### src/hdl/tcp_rx_config.svh
`ifndef TCP_RX_CONFIG_SVH
`define TCP_RX_CONFIG_SVH

// fixed part of the tcp header, in bytes
`define TCP_HDR_LEN 20

// ipv4 protocol number carried by tcp frames
`define TCP_PROTO 8'd6

// offset field is 4 bits of 32-bit words, so at most 60 - 20 bytes of options
`define TCP_MAX_OPT_LEN 40

`endif

### src/hdl/net_stream_pkg.sv
`default_nettype none

package net_stream_pkg;

  // one byte of a frame with its framing flags
  typedef struct packed {
    logic [7:0] dat;
    logic       val;
    logic       sof;
    logic       eof;
  } byte_strm_t;

  // ipv4 addresses
  typedef logic [31:0] ipv4_addr_t;

  // metadata from the ipv4 layer, valid together with the first byte
  typedef struct packed {
    ipv4_addr_t  src_ip;
    ipv4_addr_t  dst_ip;
    logic [7:0]  proto;
    // bytes after the ipv4 header, tcp header included
    logic [15:0] pld_len;
  } ipv4_meta_t;

endpackage

`default_nettype wire

### src/hdl/tcp_hdr_pkg.sv
`default_nettype none

package tcp_hdr_pkg;

  // fixed header, first byte on the wire sits in the top bits
  typedef struct packed {
    logic [15:0] src_port;
    logic [15:0] dst_port;
    logic [31:0] seq;
    logic [31:0] ack;
    logic [3:0]  offset;
    // reserved bits in the upper part, cwr..fin in the low 8 bits
    logic [11:0] flags;
    logic [15:0] window;
    logic [15:0] checksum;
    logic [15:0] urg_ptr;
  } tcp_hdr_t;

  typedef enum logic [7:0] {
    opt_end       = 8'd0,
    opt_nop       = 8'd1,
    opt_mss       = 8'd2,
    opt_win       = 8'd3,
    opt_sack_perm = 8'd4,
    opt_sack      = 8'd5,
    opt_ts        = 8'd8
  } tcp_opt_kind_t;

  // decoded option area
  typedef struct packed {
    logic        mss_pres;
    logic [15:0] mss;
    logic        win_pres;
    logic [7:0]  win_scale;
    logic        sack_perm;
    logic        sack_pres;
    // number of sack blocks, 0 when the length was not a valid one
    logic [2:0]  sack_blocks;
    logic        ts_pres;
    logic [31:0] ts_val;
    logic [31:0] ts_echo;
  } tcp_opt_t;

  typedef struct packed {
    logic                      val;
    net_stream_pkg::ipv4_meta_t ipv4;
    tcp_hdr_t                  hdr;
    tcp_opt_t                  opt;
    logic [15:0]               pld_len;
  } tcp_meta_t;

endpackage

`default_nettype wire

### src/hdl/tcp_hdr_decode.sv
`default_nettype none
`timescale 1ns/1ps
`include "tcp_rx_config.svh"

module tcp_hdr_decode (
  input  logic                       clk,
  input  logic                       fsm_rst,
  input  net_stream_pkg::byte_strm_t in_strm,
  input  net_stream_pkg::ipv4_meta_t in_meta,
  output net_stream_pkg::byte_strm_t byte_bus,
  output logic                       opt_act,
  output logic                       pld_act,
  output logic                       pld_first,
  output logic                       pld_last,
  output logic                       frame_done,
  output tcp_hdr_pkg::tcp_hdr_t      hdr,
  output net_stream_pkg::ipv4_meta_t ip_meta,
  output logic [15:0]                pld_len
);

  import tcp_hdr_pkg::*;

  localparam int HDR_CNT_W = $clog2(`TCP_HDR_LEN + 1);
  localparam int OPT_CNT_W = $clog2(`TCP_MAX_OPT_LEN + 1);
  // byte 12 carries the data offset in its top nibble
  localparam int OFFSET_POS = 12;

  typedef enum logic [2:0] {ph_idle, ph_hdr, ph_opt, ph_pld, ph_done, ph_skip} phase_t;

  phase_t                     phase;
  logic [HDR_CNT_W-1:0]       hdr_cnt;
  logic [OPT_CNT_W-1:0]       opt_cnt;
  logic [OPT_CNT_W-1:0]       opt_len;
  logic [15:0]                pld_cnt;
  logic [5:0]                 off_bytes;
  logic [`TCP_HDR_LEN-2:0][7:0] hdr_win;
  logic                       tcp_sof;

  // bytes go on to the other blocks untouched, the strobes mark what they are
  assign byte_bus   = in_strm;
  assign tcp_sof    = in_strm.val && in_strm.sof && (in_meta.proto == `TCP_PROTO);
  assign opt_act    = (phase == ph_opt) && in_strm.val;
  assign pld_act    = (phase == ph_pld) && in_strm.val;
  assign pld_first  = pld_act && (pld_cnt == 16'd0);
  assign pld_last   = pld_act && (pld_cnt == pld_len - 16'd1);
  assign frame_done = (phase == ph_done);

  // last 19 bytes seen, the 20th is taken straight from the input
  always_ff @(posedge clk) begin
    if (in_strm.val) begin
      hdr_win <= {hdr_win[`TCP_HDR_LEN-3:0], in_strm.dat};
    end
  end

  always_ff @(posedge clk) begin
    if (fsm_rst) begin
      phase   <= ph_idle;
      hdr_cnt <= '0;
      opt_cnt <= '0;
      pld_cnt <= '0;
    end else begin
      case (phase)
        ph_idle: begin
          if (tcp_sof) begin
            ip_meta <= in_meta;
            hdr_cnt <= HDR_CNT_W'(1);
            phase   <= ph_hdr;
          end else if (in_strm.val && in_strm.sof && !in_strm.eof) begin
            // some other protocol, wait for its end
            phase <= ph_skip;
          end
        end
        ph_hdr: begin
          if (in_strm.val) begin
            hdr_cnt <= hdr_cnt + HDR_CNT_W'(1);
            if (hdr_cnt == HDR_CNT_W'(OFFSET_POS)) begin
              off_bytes <= {in_strm.dat[7:4], 2'b00};
              pld_len   <= ip_meta.pld_len - {10'd0, in_strm.dat[7:4], 2'b00};
            end
            if (hdr_cnt == HDR_CNT_W'(`TCP_HDR_LEN - 1)) begin
              hdr     <= tcp_hdr_t'({hdr_win, in_strm.dat});
              hdr_cnt <= '0;
              opt_cnt <= '0;
              pld_cnt <= '0;
              if (off_bytes > 6'(`TCP_HDR_LEN)) begin
                opt_len <= OPT_CNT_W'(off_bytes - 6'(`TCP_HDR_LEN));
                phase   <= ph_opt;
              end else if (pld_len == 16'd0) begin
                phase <= ph_done;
              end else begin
                phase <= ph_pld;
              end
            end
          end
        end
        ph_opt: begin
          if (opt_act) begin
            opt_cnt <= opt_cnt + OPT_CNT_W'(1);
            if (opt_cnt == opt_len - OPT_CNT_W'(1)) begin
              phase <= (pld_len == 16'd0) ? ph_done : ph_pld;
            end
          end
        end
        ph_pld: begin
          if (pld_act) begin
            pld_cnt <= pld_cnt + 16'd1;
            if (pld_last) phase <= ph_done;
          end
        end
        ph_done: begin
          phase <= ph_idle;
        end
        ph_skip: begin
          if (in_strm.val && in_strm.eof) phase <= ph_idle;
        end
        default: begin
          phase <= ph_idle;
        end
      endcase
    end
  end

  // header bytes 1..19 are counted while in the header phase
  a_hdr_cnt_range: assert property (@(posedge clk) disable iff (fsm_rst)
    (phase == ph_hdr) |-> (hdr_cnt < HDR_CNT_W'(`TCP_HDR_LEN)));

endmodule

`default_nettype wire

### src/hdl/tcp_opt_parse.sv
`default_nettype none
`timescale 1ns/1ps
`include "tcp_rx_config.svh"

module tcp_opt_parse (
  input  logic                       clk,
  input  logic                       fsm_rst,
  input  net_stream_pkg::byte_strm_t byte_bus,
  input  logic                       opt_act,
  input  logic                       frame_done,
  output tcp_hdr_pkg::tcp_opt_t      opt
);

  import tcp_hdr_pkg::*;

  localparam int OPT_CNT_W = $clog2(`TCP_MAX_OPT_LEN + 1);

  typedef enum logic [1:0] {fld_kind, fld_len, fld_data} field_t;

  field_t               field;
  tcp_opt_kind_t        cur_kind;
  logic [OPT_CNT_W-1:0] data_len;
  logic [OPT_CNT_W-1:0] data_cnt;
  // seven older data bytes plus the current one give the 8-byte timestamp
  logic [6:0][7:0]      data_win;
  logic [7:0]           dat;

  assign dat = byte_bus.dat;

  always_ff @(posedge clk) begin
    if (fsm_rst || frame_done) begin
      field    <= fld_kind;
      data_cnt <= '0;
      opt      <= '0;
    end else if (opt_act) begin
      case (field)
        fld_kind: begin
          cur_kind <= tcp_opt_kind_t'(dat);
          data_cnt <= '0;
          // end and nop have no length byte
          if ((dat != opt_end) && (dat != opt_nop)) field <= fld_len;
        end
        fld_len: begin
          // length counts kind and length bytes too
          data_len <= OPT_CNT_W'(dat - 8'd2);
          if (cur_kind == opt_sack) begin
            opt.sack_pres <= 1'b1;
            case (dat)
              8'd10:   opt.sack_blocks <= 3'd1;
              8'd18:   opt.sack_blocks <= 3'd2;
              8'd26:   opt.sack_blocks <= 3'd3;
              8'd34:   opt.sack_blocks <= 3'd4;
              default: opt.sack_blocks <= 3'd0;
            endcase
          end
          if (dat <= 8'd2) begin
            field <= fld_kind;
            if (cur_kind == opt_sack_perm) opt.sack_perm <= 1'b1;
          end else begin
            field <= fld_data;
          end
        end
        fld_data: begin
          data_win <= {data_win[5:0], dat};
          data_cnt <= data_cnt + OPT_CNT_W'(1);
          if (data_cnt == data_len - OPT_CNT_W'(1)) begin
            field <= fld_kind;
            // unknown kinds and sack blocks are only skipped
            case (cur_kind)
              opt_mss: begin
                opt.mss_pres <= 1'b1;
                opt.mss      <= {data_win[0], dat};
              end
              opt_win: begin
                opt.win_pres  <= 1'b1;
                opt.win_scale <= dat;
              end
              opt_ts: begin
                opt.ts_pres              <= 1'b1;
                {opt.ts_val, opt.ts_echo} <= {data_win, dat};
              end
              default: begin
              end
            endcase
          end
        end
        default: begin
          field <= fld_kind;
        end
      endcase
    end
  end

  // an option never runs past the option area the decoder marked
  a_kind_outside_opts: assert property (@(posedge clk) disable iff (fsm_rst)
    !opt_act |-> (field == fld_kind));

endmodule

`default_nettype wire

### src/hdl/tcp_pld_out.sv
`default_nettype none
`timescale 1ns/1ps

module tcp_pld_out (
  input  logic                       clk,
  input  logic                       fsm_rst,
  input  net_stream_pkg::byte_strm_t byte_bus,
  input  logic                       pld_act,
  input  logic                       pld_first,
  input  logic                       pld_last,
  input  logic                       frame_done,
  input  tcp_hdr_pkg::tcp_hdr_t      hdr,
  input  net_stream_pkg::ipv4_meta_t ip_meta,
  input  logic [15:0]                pld_len,
  input  tcp_hdr_pkg::tcp_opt_t      opt,
  output net_stream_pkg::byte_strm_t tcp_strm,
  output tcp_hdr_pkg::tcp_meta_t     tcp_meta
);

  // one cycle after the done phase, the metadata is dropped
  logic done_q;

  always_ff @(posedge clk) begin
    tcp_strm.dat <= byte_bus.dat;
    if (fsm_rst) begin
      tcp_strm.val <= 1'b0;
      tcp_strm.sof <= 1'b0;
      tcp_strm.eof <= 1'b0;
      tcp_meta     <= '0;
      done_q       <= 1'b0;
    end else begin
      done_q       <= frame_done;
      tcp_strm.val <= pld_act;
      tcp_strm.sof <= pld_first;
      tcp_strm.eof <= pld_last;
      if (done_q) begin
        tcp_meta <= '0;
      end else if (!tcp_meta.val && (pld_first || frame_done)) begin
        // options are complete here, they always precede the payload
        tcp_meta.val     <= 1'b1;
        tcp_meta.ipv4    <= ip_meta;
        tcp_meta.hdr     <= hdr;
        tcp_meta.opt     <= opt;
        tcp_meta.pld_len <= pld_len;
      end
    end
  end

  // after the last byte the stream pauses while the metadata is still held
  a_eof_then_gap: assert property (@(posedge clk) disable iff (fsm_rst)
    tcp_strm.eof |-> tcp_strm.val ##1 (!tcp_strm.val && tcp_meta.val));

endmodule

`default_nettype wire

### src/hdl/tcp_rx.sv
`default_nettype none
`timescale 1ns/1ps

module tcp_rx (
  input  logic                       clk,
  input  logic                       fsm_rst,
  input  net_stream_pkg::byte_strm_t in_strm,
  input  net_stream_pkg::ipv4_meta_t in_meta,
  output net_stream_pkg::byte_strm_t tcp_strm,
  output tcp_hdr_pkg::tcp_meta_t     tcp_meta
);

  import net_stream_pkg::*;
  import tcp_hdr_pkg::*;

  byte_strm_t  byte_bus;
  logic        opt_act;
  logic        pld_act;
  logic        pld_first;
  logic        pld_last;
  logic        frame_done;
  tcp_hdr_t    hdr;
  ipv4_meta_t  ip_meta;
  logic [15:0] pld_len;
  tcp_opt_t    opt;

  tcp_hdr_decode u_decode (
    .clk        (clk),
    .fsm_rst    (fsm_rst),
    .in_strm    (in_strm),
    .in_meta    (in_meta),
    .byte_bus   (byte_bus),
    .opt_act    (opt_act),
    .pld_act    (pld_act),
    .pld_first  (pld_first),
    .pld_last   (pld_last),
    .frame_done (frame_done),
    .hdr        (hdr),
    .ip_meta    (ip_meta),
    .pld_len    (pld_len)
  );

  tcp_opt_parse u_opt_parse (
    .clk        (clk),
    .fsm_rst    (fsm_rst),
    .byte_bus   (byte_bus),
    .opt_act    (opt_act),
    .frame_done (frame_done),
    .opt        (opt)
  );

  tcp_pld_out u_pld_out (
    .clk        (clk),
    .fsm_rst    (fsm_rst),
    .byte_bus   (byte_bus),
    .pld_act    (pld_act),
    .pld_first  (pld_first),
    .pld_last   (pld_last),
    .frame_done (frame_done),
    .hdr        (hdr),
    .ip_meta    (ip_meta),
    .pld_len    (pld_len),
    .opt        (opt),
    .tcp_strm   (tcp_strm),
    .tcp_meta   (tcp_meta)
  );

endmodule

`default_nettype wire

### config.mk
export PLATFORM = sky130hd
export DESIGN_NAME = tcp_rx
export DESIGN_NICKNAME = d
export VERILOG_FILES = /design/src/hdl/net_stream_pkg.sv /design/src/hdl/tcp_hdr_pkg.sv /design/src/hdl/tcp_hdr_decode.sv /design/src/hdl/tcp_opt_parse.sv /design/src/hdl/tcp_pld_out.sv /design/src/hdl/tcp_rx.sv
export VERILOG_INCLUDE_DIRS = /design/src /design/src/hdl
export SDC_FILE = /design/constraint.sdc
export NUM_CORES = 1
export LEC_CHECK = 0
export ABC_CLOCK_PERIOD_IN_PS = 8700
export BUFFER_PORTS_ARGS = -buffer_cell sky130_fd_sc_hd__buf_4
export CAP_MARGIN = 20
export CORE_UTILIZATION = 45
export DETAILED_ROUTE_END_ITERATION = 8
export PLACE_DENSITY_LB_ADDON = 0.08
export SLEW_MARGIN = 15
export SYNTH_ARGS = -nofsm -noshare
export SYNTH_HDL_FRONTEND = slang
export SYNTH_HIERARCHICAL = 1
export SYNTH_SLANG_ARGS = --single-unit
### constraint.sdc
create_clock -name clk -period 8.7 [get_ports clk]
set_clock_uncertainty 0.2 [all_clocks]
set_input_delay 0.87 -clock clk [delete_from_list [all_inputs] [get_ports clk]]
set_output_delay 0.87 -clock clk [all_outputs]
set_load 0.005 [all_outputs]
==> metrics.md <==
| Metric | Value |
|---|---|
| Drt drc | `0` |
| Final nets | `about 3,500` |
| Layout filler cell count | `between 7,000 and 8,000` |
| Starting Density | `0.457` |
| Kind of start point of the critical path | `primary input` |
| Port Buffers | `roughly 470` |
| Fin crit period | `4.12 ns` |
| Via/cell ratio | `around 5.4` |
| Syn_nets | `roughly 3,200` |
| RSZ-0062 raised after global routing | `no` |
| Max-slew headroom | `0.0623` |
| IO Count | `473` |
| Psw | `between 3 and 4 mW` |
| Final hold violation count | `0` |
| Met2 GRT Util | `0.326` |
| Final core occ | `0.541` |
| Sequential cell fraction of total power | `0.441` |
| CTS clk-pin slew, worst paths | `about 0.060 ns` |
| Die height | `between 300 and 400 um` |
| Grt ovf | `0` |
| Syn Std Cell Area | `41,400 sq um` |
| Gpl congestion | `between 0.8 and 0.9` |
| DR iter-0 viols | `1,751` |
| Worst IR Drop VDD | `around 250 uV` |
| Clock buffer depth | `3` |
| Initial antenna violation count | `4` |
| Post-route ant nets | `0` |
| Critical Path End Type | `register` |
| Static leakage | `17.8 nW` |
| Worst-skew pair later-pin latency | `0.68 ns` |
| Pwr dens | `255 nW/um^2` |
| Cell-internal power | `9.26 mW` |
| Clock Sinks | `approximately 1,000` |
| Setup Crit Path Kind | `in2reg` |
| CTS resizes | `0` |
| HP Class | `in2reg` |
| Synth Area per Inst | `roughly 13 sq um` |
| Setup Fix Bufs, Post-CTS | `0` |
| Post-Synthesis Cells | `3,071` |
| H-tree Lvls | `3` |
| All-Layer GR Usage | `0.201` |
| Largest net degree at the start of global routing | `around 230` |
| Status | `finished, final reports clean` |
| CP Data Arrival Time | `roughly 4.5 ns` |
| Fin crit share | `0.474` |
| Routed vias | `roughly 25,000` |
| Synth warnings | `6` |
| Combinational Power Share | `0.183` |
| Wire per inst | `between 20 and 25 um` |
| Global routing's busiest layer | `met2` |
| Sw Share | `0.259` |
| Vias in the first global route | `25,300` |
| CORE AREA | `approximately 91,000 sq um` |
| Min setup slack post-route | `between 4 and 5 ns` |
| Clock network power share | `0.377` |
| First-pass GRT wire length | `around 150,000 um` |
| Syn-to-layout area delta | `18.3%` |
| Pre-antenna DRT Iters | `5` |
| Share of cells above drive strength 1 | `0.303` |
| TritonCTS clock tree | `yes` |
| Slew at the pin closest to its max-slew limit | `1.41 ns` |
| Post-CTS Hold Fix Bufs | `0` |
| F_max | `roughly 240 MHz` |
| Pins Over Slew Limit | `0` |
| Dpl hpwl | `approximately 59,000 um` |
| Max-cap violations | `0` |
| FP Rows | `110` |
| Num CTS Buffers | `about 110` |
| Met3 Usage GRT | `0.0520` |
| Met1 usage | `0.264` |
| Setup WS pre-CTS | `about 3.9 ns` |
| Worst-path maximum fanout | `63` |
| CP peak stage delay | `approximately 0.95 ns` |
| Chip Width | `between 300 and 400 um` |
| Required time worst endpoint | `9.06 ns` |
| Worst path slowest cell | `buf_4` |
| Final wirelength | `a little under 100,000 um` |
| Setup Viol. Count Final | `0` |
| Full die area | `about 93,000 sq um` |
| Sum Neg Setup Slack | `0 ns` |
| Root cell of the clock tree | `clkbuf_16` |
| Worst path cell trace | `buf_6 > nand4b_1 > nor3_1 > o21ba_4 > buf_4 > mux2_2` |
power groups by stage:
stage / registers [mW] / clock network [mW] / logic, mW
after floorplan: 5.55 / 0 / 1.56
after global placement: 5.59 / 0 / 2.25
after detailed placement: 5.61 / 0 / 2.30
after CTS: 5.51 / 4.84 / 2.30
after global routing: 5.55 / 5.02 / 2.42
final: 5.51 / 4.71 / 2.28
worst paths after layout:
kind                                         from                                   to  slack (ns)  cells past startpoint
setup / recovery                       in_strm[2]  u_pld_out/tcp_meta[47]$_SDFFE_PP0P_        4.58                      6
setup reg to reg   u_decode/phase[0]$_SDFFE_PP0P_  u_pld_out/tcp_meta[47]$_SDFFE_PP0P_        4.63                      5
hold / removal                        in_meta[14]       u_decode/ip_meta[14]$_DFFE_PP_        0.17                      1
hold reg to reg   u_decode/hdr_win[149]$_DFFE_PP_          u_decode/hdr[157]$_DFFE_PP_        0.22                      0
stage by stage:
stage / power (mW) / cell area [sq um] / cells / hold slack, ns
after floorplan: 7.11 / 41400 / 3071 / 0.200
after global placement: 7.85 / 45300 / 4480 / 0.205
after detailed placement: 7.90 / 45300 / 4481 / 0.206
after CTS: 12.6 / 49000 / 4683 / 0.114
after global routing: 13.0 / 49000 / 4683 / 0.121
final: 12.5 / 49000 / 4685 / 0.173
registers in the layout, indices dropped and copies added (netlist names):
name,flops
u_decode/hdr,160
u_decode/hdr_cnt,5
u_decode/hdr_win,152
u_decode/ip_meta,88
u_decode/off_bytes,4
u_decode/opt_cnt,6
u_decode/opt_len,4
u_decode/phase,3
u_decode/pld_cnt,16
u_decode/pld_len,16
u_opt_parse/cur_kind,8
u_opt_parse/data_cnt,6
u_opt_parse/data_len,6
u_opt_parse/data_win,56
u_opt_parse/field,2
u_opt_parse/opt,96
u_pld_out/done_q,1
u_pld_out/tcp_meta,361
u_pld_out/tcp_strm,11
worst max-delay path, delay by kind of cell:
kind / cells / cell delay, ns
buffers and inverters: 2 / 1.29
multiplexers: 1 / 0.42
AND/OR/NAND/NOR: 2 / 1.10
AO/OA/AOI/OAI: 1 / 0.64
cell usage in the layout, fill, tap and decap left out, types with 95 or more instances in the layout:
cell / instances
nor3b_1: 721
dfxtp_1: 506
edfxtp_1: 494
buf_4: 490
mux2_4: 300
clkbuf_16: 108
nand3_1: 95
a21oi_1: 95
layout make-up:
class                   instances  area (sq um)  share of cell area
diodes                          2          5.00            0.000102
clock inverters                64           788              0.0161
flip-flops and latches       1001         25000               0.510
well taps                    1176          1470              0.0300
repair buffers                501          3880              0.0791
clock buffers                 138          2900              0.0591
multi-input cells            1767         14800               0.303
inverters                      36           135             0.00276
layer usage:
metal,up-vias,share of wire,wire length [um]
li1,12000,-,-
met1,12500,0.45,43200
met2,574,0.47,45500
met3,142,0.058,5650
met4,4,0.024,2280
met5,-,0.00033,32
No activity file was read; power rests on OpenSTA's default activity.
